--- src/source/eye_tracker_pkg.sv ---
package eye_tracker_pkg;

    // ------------------------------------------------------------
    // Widths and sizes
    // ------------------------------------------------------------
    localparam int pixel_w  = 8;
    localparam int addr_w   = 10;        // Column and row counters
    localparam int sum_s_w  = 20;
    localparam int sum_sx_w = 28;
    localparam int sum_sy_w = 28;

    localparam int result_bytes = 10;
    localparam int result_pad_w = result_bytes * 8 - sum_s_w - sum_sx_w - sum_sy_w;
    localparam int result_depth = 2;     // Queue entries and initial credits

    localparam int credit_w   = $clog2(result_depth + 1);
    localparam int fifo_ptr_w = $clog2(result_depth);
    localparam int byte_idx_w = $clog2(result_bytes + 1);

    // UART framing, 8N1
    localparam int         uart_clks_per_bit = 16;
    localparam int         uart_cnt_w        = $clog2(uart_clks_per_bit);
    localparam int         uart_frame_bits   = 10;   // Start, eight data, stop
    localparam int         uart_bit_w        = $clog2(uart_frame_bits);
    localparam logic [7:0] sync_byte         = 8'ha5;

    // Camera Link polarities
    localparam logic fval_pol = 1'b1;
    localparam logic lval_pol = 1'b1;
    localparam logic dval_pol = 1'b0;    // Camera drives data valid active low

    // ------------------------------------------------------------
    // Types
    // ------------------------------------------------------------
    typedef struct packed {
        logic               valid;
        logic               sof;     // First pixel beat of the frame
        logic               eof;     // Frame end marker, no pixels
        logic [addr_w-1:0]  col;     // Pair index within the line
        logic [addr_w-1:0]  row;
        logic [pixel_w-1:0] pix_l;
        logic [pixel_w-1:0] pix_r;
    } cam_beat_t;

    typedef struct packed {
        logic [result_pad_w-1:0] pad;
        logic [sum_s_w-1:0]      sum_s;
        logic [sum_sx_w-1:0]     sum_sx;
        logic [sum_sy_w-1:0]     sum_sy;
    } centroid_sums_t;

    // Byte 9 is the most significant, sent first after sync
    typedef union packed {
        centroid_sums_t                sums;
        logic [result_bytes-1:0][7:0] bytes;
    } result_word_u;

endpackage
--- src/source/eye_tracker_top.sv ---
module eye_tracker_top (
    input  logic                                 cclk,
    input  logic                                 rst_n,
    input  logic                                 fval,
    input  logic                                 lval,
    input  logic                                 dval,
    input  logic [eye_tracker_pkg::pixel_w-1:0]  data_l,
    input  logic [eye_tracker_pkg::pixel_w-1:0]  data_r,
    input  logic [eye_tracker_pkg::pixel_w-1:0]  jp,       // Threshold jumpers
    output logic                                 uart_txd,
    output logic                                 overrun
);
    import eye_tracker_pkg::*;

    cam_beat_t    beat;
    logic         result_push;
    result_word_u result_data;
    logic         credit_return;
    logic         head_valid;
    result_word_u head_data;
    logic         pop;
    logic         tx_valid;
    logic [7:0]   tx_byte;
    logic         tx_ready;

    // ------------------------------------------------------------
    // Measurement path
    // ------------------------------------------------------------
    camera_link_rx m_camera_link_rx (
        .cclk   (cclk),
        .rst_n  (rst_n),
        .fval   (fval),
        .lval   (lval),
        .dval   (dval),
        .data_l (data_l),
        .data_r (data_r),
        .beat   (beat)
    );

    centroid_accum m_centroid_accum (
        .cclk          (cclk),
        .rst_n         (rst_n),
        .beat          (beat),
        .threshold     (jp),
        .credit_return (credit_return),
        .result_push   (result_push),
        .result_data   (result_data),
        .overrun       (overrun)
    );

    // Result queue and serial output
    result_fifo m_result_fifo (
        .cclk          (cclk),
        .rst_n         (rst_n),
        .push          (result_push),
        .push_data     (result_data),
        .pop           (pop),
        .head_valid    (head_valid),
        .head_data     (head_data),
        .credit_return (credit_return)
    );

    result_framer m_result_framer (
        .cclk       (cclk),
        .rst_n      (rst_n),
        .head_valid (head_valid),
        .head_data  (head_data),
        .tx_ready   (tx_ready),
        .pop        (pop),
        .tx_valid   (tx_valid),
        .tx_byte    (tx_byte)
    );

    uart_tx m_uart_tx (
        .cclk     (cclk),
        .rst_n    (rst_n),
        .tx_valid (tx_valid),
        .tx_byte  (tx_byte),
        .tx_ready (tx_ready),
        .txd      (uart_txd)
    );

endmodule

--- src/source/uart_tx.sv ---
module uart_tx (
    input  logic        cclk,
    input  logic        rst_n,
    input  logic        tx_valid,
    input  logic [7:0]  tx_byte,
    output logic        tx_ready,
    output logic        txd
);
    import eye_tracker_pkg::*;

    logic                       busy;
    logic [uart_cnt_w-1:0]      clk_cnt;
    logic [uart_bit_w-1:0]      bit_cnt;
    logic [uart_frame_bits-1:0] shreg;
    logic                       bit_end;

    assign bit_end  = (clk_cnt == uart_cnt_w'(uart_clks_per_bit - 1));
    assign tx_ready = !busy;
    assign txd      = shreg[0];    // Line idles high through the ones shifted in

    // ------------------------------------------------------------
    // Frame shifter
    // ------------------------------------------------------------
    always_ff @(posedge cclk) begin
        if (!rst_n) begin
            busy    <= 1'b0;
            clk_cnt <= '0;
            bit_cnt <= '0;
            shreg   <= '1;
        end else if (!busy) begin
            if (tx_valid) begin
                busy    <= 1'b1;
                clk_cnt <= '0;
                bit_cnt <= '0;
                shreg   <= {1'b1, tx_byte, 1'b0};   // Stop, data, start
            end
        end else if (bit_end) begin
            clk_cnt <= '0;
            shreg   <= {1'b1, shreg[uart_frame_bits-1:1]};
            if (bit_cnt == uart_bit_w'(uart_frame_bits - 1))
                busy <= 1'b0;                      // Stop bit done
            else
                bit_cnt <= bit_cnt + 1'b1;
        end else begin
            clk_cnt <= clk_cnt + 1'b1;
        end
    end

endmodule

--- src/source/result_framer.sv ---
module result_framer (
    input  logic                           cclk,
    input  logic                           rst_n,
    input  logic                           head_valid,
    input  eye_tracker_pkg::result_word_u  head_data,
    input  logic                           tx_ready,
    output logic                           pop,
    output logic                           tx_valid,
    output logic [7:0]                     tx_byte
);
    import eye_tracker_pkg::*;

    logic                  active;
    logic [byte_idx_w-1:0] idx;        // 0 is the sync byte
    logic [byte_idx_w-1:0] byte_sel;
    logic                  accept;
    logic                  last;

    assign accept   = tx_valid && tx_ready;
    assign last     = (idx == byte_idx_w'(result_bytes));
    assign byte_sel = byte_idx_w'(result_bytes) - idx;   // 9 down to 0

    assign tx_valid = active;
    assign tx_byte  = (idx == '0) ? sync_byte : head_data.bytes[byte_sel];

    // Release the entry once byte 0 is taken
    assign pop = accept && last;

    // ------------------------------------------------------------
    // Byte sequencer
    // ------------------------------------------------------------
    always_ff @(posedge cclk) begin
        if (!rst_n) begin
            active <= 1'b0;
            idx    <= '0;
        end else if (!active) begin
            if (head_valid) begin
                active <= 1'b1;
                idx    <= '0;
            end
        end else if (accept) begin
            if (last) begin
                active <= 1'b0;
                idx    <= '0;
            end else begin
                idx <= idx + 1'b1;
            end
        end
    end

endmodule

--- src/source/result_fifo.sv ---
module result_fifo (
    input  logic                           cclk,
    input  logic                           rst_n,
    input  logic                           push,
    input  eye_tracker_pkg::result_word_u  push_data,
    input  logic                           pop,
    output logic                           head_valid,
    output eye_tracker_pkg::result_word_u  head_data,
    output logic                           credit_return
);
    import eye_tracker_pkg::*;

    result_word_u        mem [result_depth];
    logic [fifo_ptr_w:0] wr_ptr;           // Top bit is the wrap flag
    logic [fifo_ptr_w:0] rd_ptr;
    logic                do_pop;

    // No full check here, the writer holds the credits
    assign head_valid = (wr_ptr != rd_ptr);
    assign head_data  = mem[rd_ptr[fifo_ptr_w-1:0]];
    assign do_pop     = pop && head_valid;

    // Storage
    always_ff @(posedge cclk) begin
        if (push) begin
            mem[wr_ptr[fifo_ptr_w-1:0]] <= push_data;
        end
    end

    // ------------------------------------------------------------
    // Pointers and credit return
    // ------------------------------------------------------------
    always_ff @(posedge cclk) begin
        if (!rst_n) begin
            wr_ptr        <= '0;
            rd_ptr        <= '0;
            credit_return <= 1'b0;
        end else begin
            if (push)
                wr_ptr <= wr_ptr + 1'b1;
            if (do_pop)
                rd_ptr <= rd_ptr + 1'b1;
            credit_return <= do_pop;     // One credit per freed entry
        end
    end

endmodule

--- src/source/centroid_accum.sv ---
module centroid_accum (
    input  logic                                 cclk,
    input  logic                                 rst_n,
    input  eye_tracker_pkg::cam_beat_t           beat,
    input  logic [eye_tracker_pkg::pixel_w-1:0]  threshold,
    input  logic                                 credit_return,
    output logic                                 result_push,
    output eye_tracker_pkg::result_word_u        result_data,
    output logic                                 overrun
);
    import eye_tracker_pkg::*;

    logic                hit_l;
    logic                hit_r;
    logic [1:0]          hits;
    logic [addr_w:0]     x_l;
    logic [addr_w:0]     x_r;
    logic [addr_w+1:0]   x_add;
    logic [addr_w:0]     y_add;
    logic [sum_s_w-1:0]  sum_s;
    logic [sum_sx_w-1:0] sum_sx;
    logic [sum_sy_w-1:0] sum_sy;
    logic [credit_w-1:0] credits;
    logic                has_credit;
    logic                spend;

    // ------------------------------------------------------------
    // Binarise and weight
    // ------------------------------------------------------------
    assign hit_l = beat.valid && (beat.pix_l >= threshold);
    assign hit_r = beat.valid && (beat.pix_r >= threshold);
    assign hits  = {1'b0, hit_l} + {1'b0, hit_r};

    assign x_l = {beat.col, 1'b0};         // Left pixel is the even x
    assign x_r = {beat.col, 1'b1};

    assign x_add = (hit_l ? {1'b0, x_l} : '0) + (hit_r ? {1'b0, x_r} : '0);
    assign y_add = (hit_l ? {1'b0, beat.row} : '0) + (hit_r ? {1'b0, beat.row} : '0);

    always_ff @(posedge cclk) begin
        if (!rst_n || beat.eof) begin
            sum_s  <= '0;
            sum_sx <= '0;
            sum_sy <= '0;
        end else if (beat.sof) begin
            // Fresh frame, drop anything left from a partial one
            sum_s  <= sum_s_w'(hits);
            sum_sx <= sum_sx_w'(x_add);
            sum_sy <= sum_sy_w'(y_add);
        end else if (beat.valid) begin
            sum_s  <= sum_s + sum_s_w'(hits);
            sum_sx <= sum_sx + sum_sx_w'(x_add);
            sum_sy <= sum_sy + sum_sy_w'(y_add);
        end
    end

    // ------------------------------------------------------------
    // Frame end, push or overrun
    // ------------------------------------------------------------
    assign has_credit = (credits != '0);
    assign spend      = beat.eof && has_credit;

    always_ff @(posedge cclk) begin
        if (beat.eof) begin
            result_data.sums <= '{pad: '0, sum_s: sum_s, sum_sx: sum_sx, sum_sy: sum_sy};
        end
        if (!rst_n) begin
            result_push <= 1'b0;
            overrun     <= 1'b0;
            credits     <= credit_w'(result_depth);
        end else begin
            result_push <= spend;
            overrun     <= beat.eof && !has_credit;   // Result is lost
            credits     <= credits - credit_w'(spend) + credit_w'(credit_return);
        end
    end

endmodule

--- src/source/camera_link_rx.sv ---
module camera_link_rx (
    input  logic                                 cclk,
    input  logic                                 rst_n,
    input  logic                                 fval,
    input  logic                                 lval,
    input  logic                                 dval,
    input  logic [eye_tracker_pkg::pixel_w-1:0]  data_l,
    input  logic [eye_tracker_pkg::pixel_w-1:0]  data_r,
    output eye_tracker_pkg::cam_beat_t           beat
);
    import eye_tracker_pkg::*;

    logic              fval_a;
    logic              lval_a;
    logic              dval_a;
    logic              fval_q;
    logic              lval_q;
    logic              pix_ok;
    logic              fval_rise;
    logic              fval_fall;
    logic              lval_fall;
    logic              sof_pending;
    logic [addr_w-1:0] col_cnt;
    logic [addr_w-1:0] row_cnt;

    // Normalise to active high
    assign fval_a = (fval == fval_pol);
    assign lval_a = (lval == lval_pol);
    assign dval_a = (dval == dval_pol);

    assign pix_ok    = fval_a && lval_a && dval_a;
    assign fval_rise = !fval_q && fval_a;
    assign fval_fall = fval_q && !fval_a;
    assign lval_fall = lval_q && !lval_a;

    // ------------------------------------------------------------
    // Edge history and position counters
    // ------------------------------------------------------------
    always_ff @(posedge cclk) begin
        if (!rst_n) begin
            fval_q      <= 1'b0;
            lval_q      <= 1'b0;
            col_cnt     <= '0;
            row_cnt     <= '0;
            sof_pending <= 1'b0;
        end else begin
            fval_q <= fval_a;
            lval_q <= lval_a;

            if (!lval_a)
                col_cnt <= '0;               // New line starts at pair 0
            else if (pix_ok)
                col_cnt <= col_cnt + 1'b1;

            if (!fval_a)
                row_cnt <= '0;
            else if (lval_fall)
                row_cnt <= row_cnt + 1'b1;   // Line done

            if (pix_ok)
                sof_pending <= 1'b0;
            else if (fval_rise)
                sof_pending <= 1'b1;
        end
    end

    // Output beat, one cycle after the pins
    always_ff @(posedge cclk) begin
        beat.col   <= col_cnt;
        beat.row   <= row_cnt;
        beat.pix_l <= data_l;
        beat.pix_r <= data_r;
        if (!rst_n) begin
            beat.valid <= 1'b0;
            beat.sof   <= 1'b0;
            beat.eof   <= 1'b0;
        end else begin
            beat.valid <= pix_ok;
            beat.sof   <= pix_ok && (sof_pending || fval_rise);
            beat.eof   <= fval_fall;
        end
    end

endmodule

--- config.mk ---
export PLATFORM = sky130hd
export DESIGN_NAME = eye_tracker_top
export DESIGN_NICKNAME = d
export VERILOG_FILES = /design/src/source/eye_tracker_pkg.sv /design/src/source/eye_tracker_top.sv /design/src/source/uart_tx.sv /design/src/source/result_framer.sv /design/src/source/result_fifo.sv /design/src/source/centroid_accum.sv /design/src/source/camera_link_rx.sv
export SDC_FILE = /design/constraint.sdc
export NUM_CORES = 1
export LEC_CHECK = 0
export BUFFER_PORTS_ARGS = -buffer_cell sky130_fd_sc_hd__buf_2
export CORE_UTILIZATION = 40
export DETAILED_ROUTE_END_ITERATION = 7
export PLACE_DENSITY_LB_ADDON = 0.2
export SETUP_SLACK_MARGIN = 0.15
export SYNTH_ARGS = -nofsm -noshare
export SYNTH_HDL_FRONTEND = slang
export SYNTH_HIERARCHICAL = 1
export SYNTH_SLANG_ARGS = --single-unit
export TNS_END_PERCENT = 5
--- constraint.sdc ---
create_clock -name cclk -period 4.4 [get_ports cclk]
set_input_delay 0 -clock cclk [delete_from_list [all_inputs] [get_ports cclk]]
set_output_delay 0 -clock cclk [all_outputs]
set_load 0.02 [all_outputs]
==> results by group, run 1 <==
Synthesis
  – Top_reg_cell synth: edfxtp_1
  – Flop and latch count out of synthesis: 407
  – Largest cells by area after synthesis: edfxtp_1 (38%), dfxtp_1 (18%), mux2_4 (6.5%)
  – Post-synthesis cell area: 18800 sq um
  – Most common library cells after synthesis: edfxtp_1 (236), dfxtp_1 (171), nor2_1 (110)
  – Post-synth ARST share: 0
  – Gate Count Post-Synth: 1521
  – Largest area contributor in the netlist: edfxtp_1
  – Top cell type's share of synthesized area: 0.376
  – Yosys cell types: 90
  – Yosys Warn Count: 6
  – Syn avg cell area: 12.4 sq um
  – Most numerous cell in the Yosys netlist: edfxtp_1
  – Part of the Yosys area used for sequential elements: 0.558
  – EDFF count, synth: 236

Status
  – Failing checks: setup timing
  – Run status: complete, but fails checks

Setup path
  – FF-to-FF Start: m_camera_link_rx/beat[8]
  – CP Launch Point: m_camera_link_rx/beat[8]
  – Max Fanout on Critical Path: 8
  – Crit Path Category: reg2reg
  – Critical path launch point type: register
  – Critical Path End Type: register
  – Arrival time at the worst endpoint: 5.22 ns
  – CP Data Required Time: 4.83 ns

Finish
  – Storage cell area: 10500 sq um
  – Final core utilization: 0.482
  – Multi-input gate area: 8210 sq um
  – Area growth syn-to-layout: 19.0%
  – Final nets: 1778
  – Layout cells sized above 1: 0.249
  – Design Area, Final: 22400 sq um
  – Filler cell count in the final layout: 4108
  – Final cell count without fillers: 2314
  – Ant. Diodes: 0

Min path
  – HP Start: data_l[7]
  – Hold WC Path Type: in2reg

Timing
  – RSZ-0062 raised after global routing: true
  – Max Clk Rate: 209 MHz
  – Worst clock skew: 0.0196 ns
  – Clock period minus worst slack: 4.79 ns
  – Final hold vios: 0
  – Relative slew slack: 0.322
  – Final Max Tran Viols: 0
  – Worst setup margin: -0.387 ns
  – Final worst-path cycle share: 1.09
  – Worst slew pin tran: 1.02 ns
  – Final setup fails: 38

CTS
  – Root buffer cell: clkbuf_16
  – Clk slew on worst S/H paths: 0.06 ns
  – H-tree levels: 2
  – Clk_lat worst skew: 0.57 ns
  – CTS Sinks: 407
  – Max clock buf depth: 3
  – Cts bufs inserted: 44
  – CTS tree: yes

Drt
  – Vias/cell: 5.22
  – Wire per inst: 17.3 um
  – Routed WL: 39900 um
  – DRT antenna net count: 0
  – Detailed Route Iter0 Violations: 720
  – Vias: 12100
  – Initial DRT Pass Iterations: 5
  – DRC Markers: 0

Place
  – Input/output buffers: 30
  – DP HPWL: 26900 um
  – GPL Wtd Cong: 0.831
  – Placed instance area: 20200 sq um
  – DP Cell Count: 2197
  – DP Worst Slack: -0.533 ns

GRT
  – Remaining global-route overflow: 0
  – Largest net degree at the start of global routing: 57
  – First-pass GRT wire length: 63200 um
  – Vias in the first global route: 11700
  – Antenna violations before repair: 0
  – GRT Total Usage: 0.168

Power and ir drop
  – Max IR drop VDD: 242 uV
  – Total power: 8050 uW
  – Pwr/cell area: 359 nW/um^2
  – Leakage: 0.00869 uW

Die
  – Area of the die: 48000 sq um
  – Core area: 46600 sq um
  – Initial core utilization: 0.405
  – Row cnt: 79
  – Die width: 219 um
  – Die Y: 219 um
  – I/O Pins: 31

Job
  – MaxCap Viol Count: 0
worst max-delay path: stages (launching register included):
cell       delay (ns)
dfxtp_2          0.33
inv_2            0.04
ha_4             0.19
nand2b_4         0.12
a21o_1           0.15
a21o_1           0.16
a211oi_2         0.23
o21ai_2          0.12
buf_6            0.16
and3_4           0.15
ha_4             0.15
inv_2            0.05
fa_2             0.23
nor2b_4          0.05
o31a_1           0.30
or4_4            0.50
a31oi_4          0.23
buf_4            0.14
buf_4            0.09
o21ai_1          0.07
ha_2             0.18
buf_4            0.13
buf_4            0.16
nand2b_1         0.20
buf_4            0.17
o2111ai_1        0.11
xor2_1           0.17
nor2_1           0.05
layout by cell type (no fill, tap or decap), drive strengths merged, types with 32 or more instances in the layout:
cell type and count:
inv 49, mux2 107, o21ai 61, buf 144, clkbuf 56, nand2 75
xnor2 48, edfxtp 236, ha 73, dfxtp 171, and3 32, nor2 110
a21oi 74
logic make-up (layout without fill, tap and decap cells):
kind of cell / count (synthesis) / count (layout) / share of synthesized area
simple gates: 400 / 400 / 0.112
other cells: 1 / 4 / 0.000199
flops: 407 / 407 / 0.558
mux: 131 / 131 / 0.0941
buf+inv: 115 / 298 / 0.0310
compound gates: 311 / 311 / 0.114
fa+ha+maj: 78 / 78 / 0.0538
xor+xnor: 78 / 78 / 0.0370
report_power, final:
part | internal (uW) | switching [uW]
logic | 103 | 132
clock network | 2260 | 1500
registers | 4030 | 24.3
total | 6390 | 1660
metrics by stage:
| step | TNS, ns | hold WS [ns] |
|---|---|---|
| after floorplan | -8.81 | 0.0277 |
| after global placement | -14.06 | 0.103 |
| after detailed placement | -15.25 | 0.104 |
| after CTS | -8.61 | 0.0240 |
| after global routing | -19.97 | 0.0474 |
| final | -8.38 | 0.0678 |
area by class of cell:
cell class / instances / area share
clock inverters: 26 / 0.0133
flip-flops and latches: 407 / 0.469
multi-input cells: 1002 / 0.366
inverters: 48 / 0.00803
well taps: 607 / 0.0339
clock buffers: 56 / 0.0525
repair buffers: 168 / 0.0574
what timing repair did:
action	CTS	global route
hold buffers	23	0
gates resized for setup	43	44
hold endpoints to repair	34	0
cloned	1	1
endpoints found under the setup margin	42	51
buffers inserted	4	6
pin swaps	25	31
state kept, by name (all words and copies together), names as in the netlist, 9 cells and up, named ones only:
signal                        cells
m_camera_link_rx/row_cnt         10
m_centroid_accum/sum_sx          28
m_centroid_accum/sum_s           20
m_uart_tx/shreg                   9
m_centroid_accum/result_data     76
m_centroid_accum/sum_sy          28
m_result_fifo/mem               160
m_camera_link_rx/col_cnt         10
m_camera_link_rx/beat            39
routing by layer:
metal	routed length, um	GRT usage
met1	18700	0.222
met2	18900	0.282
met3	1330	0.0280
met4	908	0.0502
met5	0	0
path summary, 6_finish.rpt:
| kind | slack, ns | depth (start not counted) | endpoint |
|---|---|---|---|
| setup / recovery | -0.39 | 27 | m_centroid_accum/sum_sx[16] |
| hold / removal | 0.07 | 2 | m_camera_link_rx/beat[15] |
| hold reg to reg | 0.37 | 0 | m_camera_link_rx/beat[25] |
| setup reg to reg | -0.39 | 27 | m_centroid_accum/sum_sx[16] |
Note: power is estimated with default switching activity, not from simulation.
==> run 2: changes to the inputs <==
SYNTH_HIERARCHICAL = not set   (was 1)
==> run 2 against run 1 <==
Compared with the run above: the run still ends with setup timing left; global-route usage is 0.071 points lower; non-clock buffer count is 14 higher; count of clock-buffer cells in the layout is 1 higher; critical path depth is 2 lower; largest cell class unchanged; clock power is 6.4% lower; critical endpoint is now m_centroid_accum.sum_sx[23].
==> results by group, run 2 <==
Status
  – Run status: complete, but fails checks
  – Failing checks: setup timing

Timing
  – Worst setup margin: -0.219 ns (+0.168 ns)
  – RSZ-0062 raised after global routing: true
  – Relative slew slack: 0.402 (+0.0800)
  – Final worst-path cycle share: 1.05 (-0.0381)
  – Final hold vios: 0 (unchanged)
  – Final setup fails: 39 (+2.6%)
  – Setup_tns: -4.30 ns (+4.09 ns)
  – Worst slew pin tran: 0.897 ns (-0.118 ns)
  – Final Max Tran Viols: 0 (unchanged)
  – Worst clock skew: 0.0300 ns (+0.0104 ns)
  – Max Clk Rate: 216 MHz (+3.6%)
  – Clock period minus worst slack: 4.62 ns (-0.168 ns)

Setup path
  – FF-to-FF Start: m_camera_link_rx.beat[8]
  – CP Data Required Time: 4.83 ns (about the same)
  – Max Fanout on Critical Path: 7 (-1)
  – Crit Path Category: reg2reg
  – CP Launch Point: m_camera_link_rx.beat[8]
  – Arrival time at the worst endpoint: 5.05 ns (-0.17 ns)
  – Critical Path End Type: register
  – Cells on worst reg2reg path: 25 (-7.4%)
  – Setup slack, reg-to-reg: -0.22 ns (+0.17 ns)
  – R2r endpoint: m_centroid_accum.sum_sx[23]
  – Crit path capture: m_centroid_accum.sum_sx[23]
  – Critical path launch point type: register

Synthesis
  – Most common library cells after synthesis: edfxtp_1 (228), dfxtp_1 (171), nor2_1 (158)
  – Yosys cell types: 80 (-11%)
  – Post-Syn Nets: 1563
  – Largest area contributor in the netlist: edfxtp_1
  – Most numerous cell in the Yosys netlist: edfxtp_1
  – Top cell type's share of synthesized area: 0.389 (+0.0131)
  – Top_reg_cell synth: edfxtp_1
  – Syn avg cell area: 12.1 sq um (-2.4%)
  – Flop and latch count out of synthesis: 399 (-2.0%)
  – EDFF count, synth: 228 (-3.4%)
  – Post-synthesis cell area: 17600 sq um (-6.6%)
  – Largest cells by area after synthesis: edfxtp_1 (39%), dfxtp_1 (19%), ha_1 (5.3%)
  – Yosys Warn Count: 0 (-6)
  – Part of the Yosys area used for sequential elements: 0.584 (+0.0260)
  – Post-synth ARST share: 0 (unchanged)
  – Gate Count Post-Synth: 1455 (-4.3%)

Job
  – MaxCap Viol Count: 0 (unchanged)

CTS
  – CTS Sinks: 399 (-2.0%)
  – Clk slew on worst S/H paths: 0.06 ns (about the same)
  – Root buffer cell: clkbuf_16
  – Clk_lat worst skew: 0.58 ns (about the same)
  – CTS tree: yes
  – Max clock buf depth: 3 (unchanged)
  – H-tree levels: 2 (unchanged)
  – Cts bufs inserted: 42 (-4.5%)

Die
  – I/O Pins: 31 (unchanged)
  – Core area: 43300 sq um (-7.1%)
  – Initial core utilization: 0.407 (+0.00183)
  – Die width: 212 um (-3.3%)
  – Row cnt: 76 (-3.8%)
  – Die Y: 212 um (-3.3%)
  – Area of the die: 44800 sq um (-6.6%)

GRT
  – Largest net degree at the start of global routing: 52 (-8.8%)
  – Remaining global-route overflow: 0 (unchanged)
  – GRT Total Usage: 0.167 (-0.000711)
  – Vias in the first global route: 11300 (-3.7%)
  – First-pass GRT wire length: 59200 um (-6.4%)
  – Antenna violations before repair: 0 (unchanged)

Place
  – Placed instance area: 19100 sq um (-5.5%)
  – GPL Wtd Cong: 0.797 (-4.1%)
  – DP Worst Slack: -0.547 ns (-0.0147 ns)
  – Input/output buffers: 30 (unchanged)
  – DP HPWL: 24000 um (-11%)

Drt
  – Routed WL: 35800 um (-10%)
  – Initial DRT Pass Iterations: 5 (unchanged)
  – Detailed Route Iter0 Violations: 461 (-36%)
  – DRC Markers: 0 (unchanged)
  – Wire per inst: 15.9 um (-7.7%)
  – Vias/cell: 4.99 (-4.3%)
  – DRT antenna net count: 0 (unchanged)
  – Vias: 11200 (-7.0%)

Finish
  – Ant. Diodes: 0 (unchanged)
  – Layout cells sized above 1: 0.225 (-0.0242)
  – Most frequent cells in the layout: edfxtp_1 (228), dfxtp_1 (168), nor2_1 (155), buf_4 (124), nand2_1 (114)
  – Final nets: 1739 (-2.2%)
  – Max reg flops: 152 (-5.0%)
  – Area growth syn-to-layout: 22.2%
  – Most common cell after layout, fill and taps aside: edfxtp_1
  – Design Area, Final: 21500 sq um (-4.2%)

Power and ir drop
  – Leakage: 0.00791 uW (-9.0%)
  – Pwr/cell area: 361 nW/um^2 (+0.51%)
  – Max IR drop VDD: 253 uV (+4.7%)

Min path
  – Hold WC Path Type: in2reg
## run 2: power by group
part	internal, uW	switching, uW
Clock	2060	1460
Sequential	3950	27.5
Combinational	111	140
## run 2: timing repair
action | in CTS | in global routing
gates resized for setup | 74 | 41
hold buffers | 24 | 0
pin swaps | 49 | 40
gates cloned | 2 | 0
setup buffers | 12 | 6
endpoints found under the hold margin | 57 | 0
endpoints found under the setup margin | 42 | 47
## run 2: routing by layer
layer	GRT usage	vias up	part of all wire
met5	0	-	0
met4	0.0570	0	0.026
met3	0.0276	62	0.033
met2	0.283	142	0.48
met1	0.217	5360	0.46
li1	-	5662	-
## run 2: layout make-up
class | count | area [sq um]
Clock inverter | 20 | 243
Timing Repair Buffer | 182 | 1370
Fill cell | 3798 | 21800
Multi-Input combinational cell | 965 | 7590
Tap cell | 585 | 732
Clock buffer | 57 | 1140
Inverter | 41 | 154
Sequential cell | 399 | 10300
## run 2: cells by family (layout without fill, tap and decap cells)
kind of cell | Yosys count | in the layout | share of synthesized area
adders and majority gates | 79 | 79 | 0.0583
buffers and inverters | 93 | 300 | 0.0232
xor gates and xnor gates | 104 | 104 | 0.0522
muxes | 58 | 58 | 0.0582
and+or+nand+nor | 467 | 467 | 0.125
DFF | 399 | 399 | 0.584
AOI/OAI and AO/OA | 255 | 257 | 0.0995
## run 2: how the worst min path moves through the flow
stage	slack, ns	start	to	depth (start not counted)
finish	0.07	data_l[5]	m_camera_link_rx.beat[13]	2
global route	0.05	data_l[2]	m_camera_link_rx.beat[10]	2
CTS	0.03	data_r[0]	m_camera_link_rx.beat[0]	2
detailed placement	0.10	data_l[5]	m_camera_link_rx.beat[13]	1
global placement	0.10	data_l[3]	m_camera_link_rx.beat[11]	1
floorplan	0.03	data_r[0]	m_camera_link_rx.beat[0]	0
## run 2: critical path, cell delays in order, from the launching register on
cell and delay (ns):
dfxtp_1 0.31, inv_1 0.04, ha_1 0.25, nand2b_1 0.14, a21o_1 0.16, a21oi_2 0.15
o21ai_2 0.08, o41a_1 0.44, and2_4 0.22, ha_4 0.16, inv_2 0.06, fa_2 0.23
nor2b_4 0.05, o31a_1 0.31, nand2b_4 0.16, nand2_2 0.09, xor2_2 0.16, inv_2 0.06
ha_4 0.29, nand2_4 0.07, a211oi_4 0.29, buf_6 0.16, o21ai_4 0.07, a2111oi_4 0.31
xnor2_1 0.16, nor2_1 0.05
## run 2: metrics by stage
step           std cells  hold WS (ns)  total power, uW   util
3_5_place_dp        2128         0.104             4280  0.442
4_1_cts             2243        0.0290             7850  0.491
3_3_place_gp        2128         0.103             4280  0.442
2_1_floorplan       1455        0.0277             4200      -
6_report            2249        0.0653             7750  0.497
5_1_grt             2249        0.0528             8020  0.497
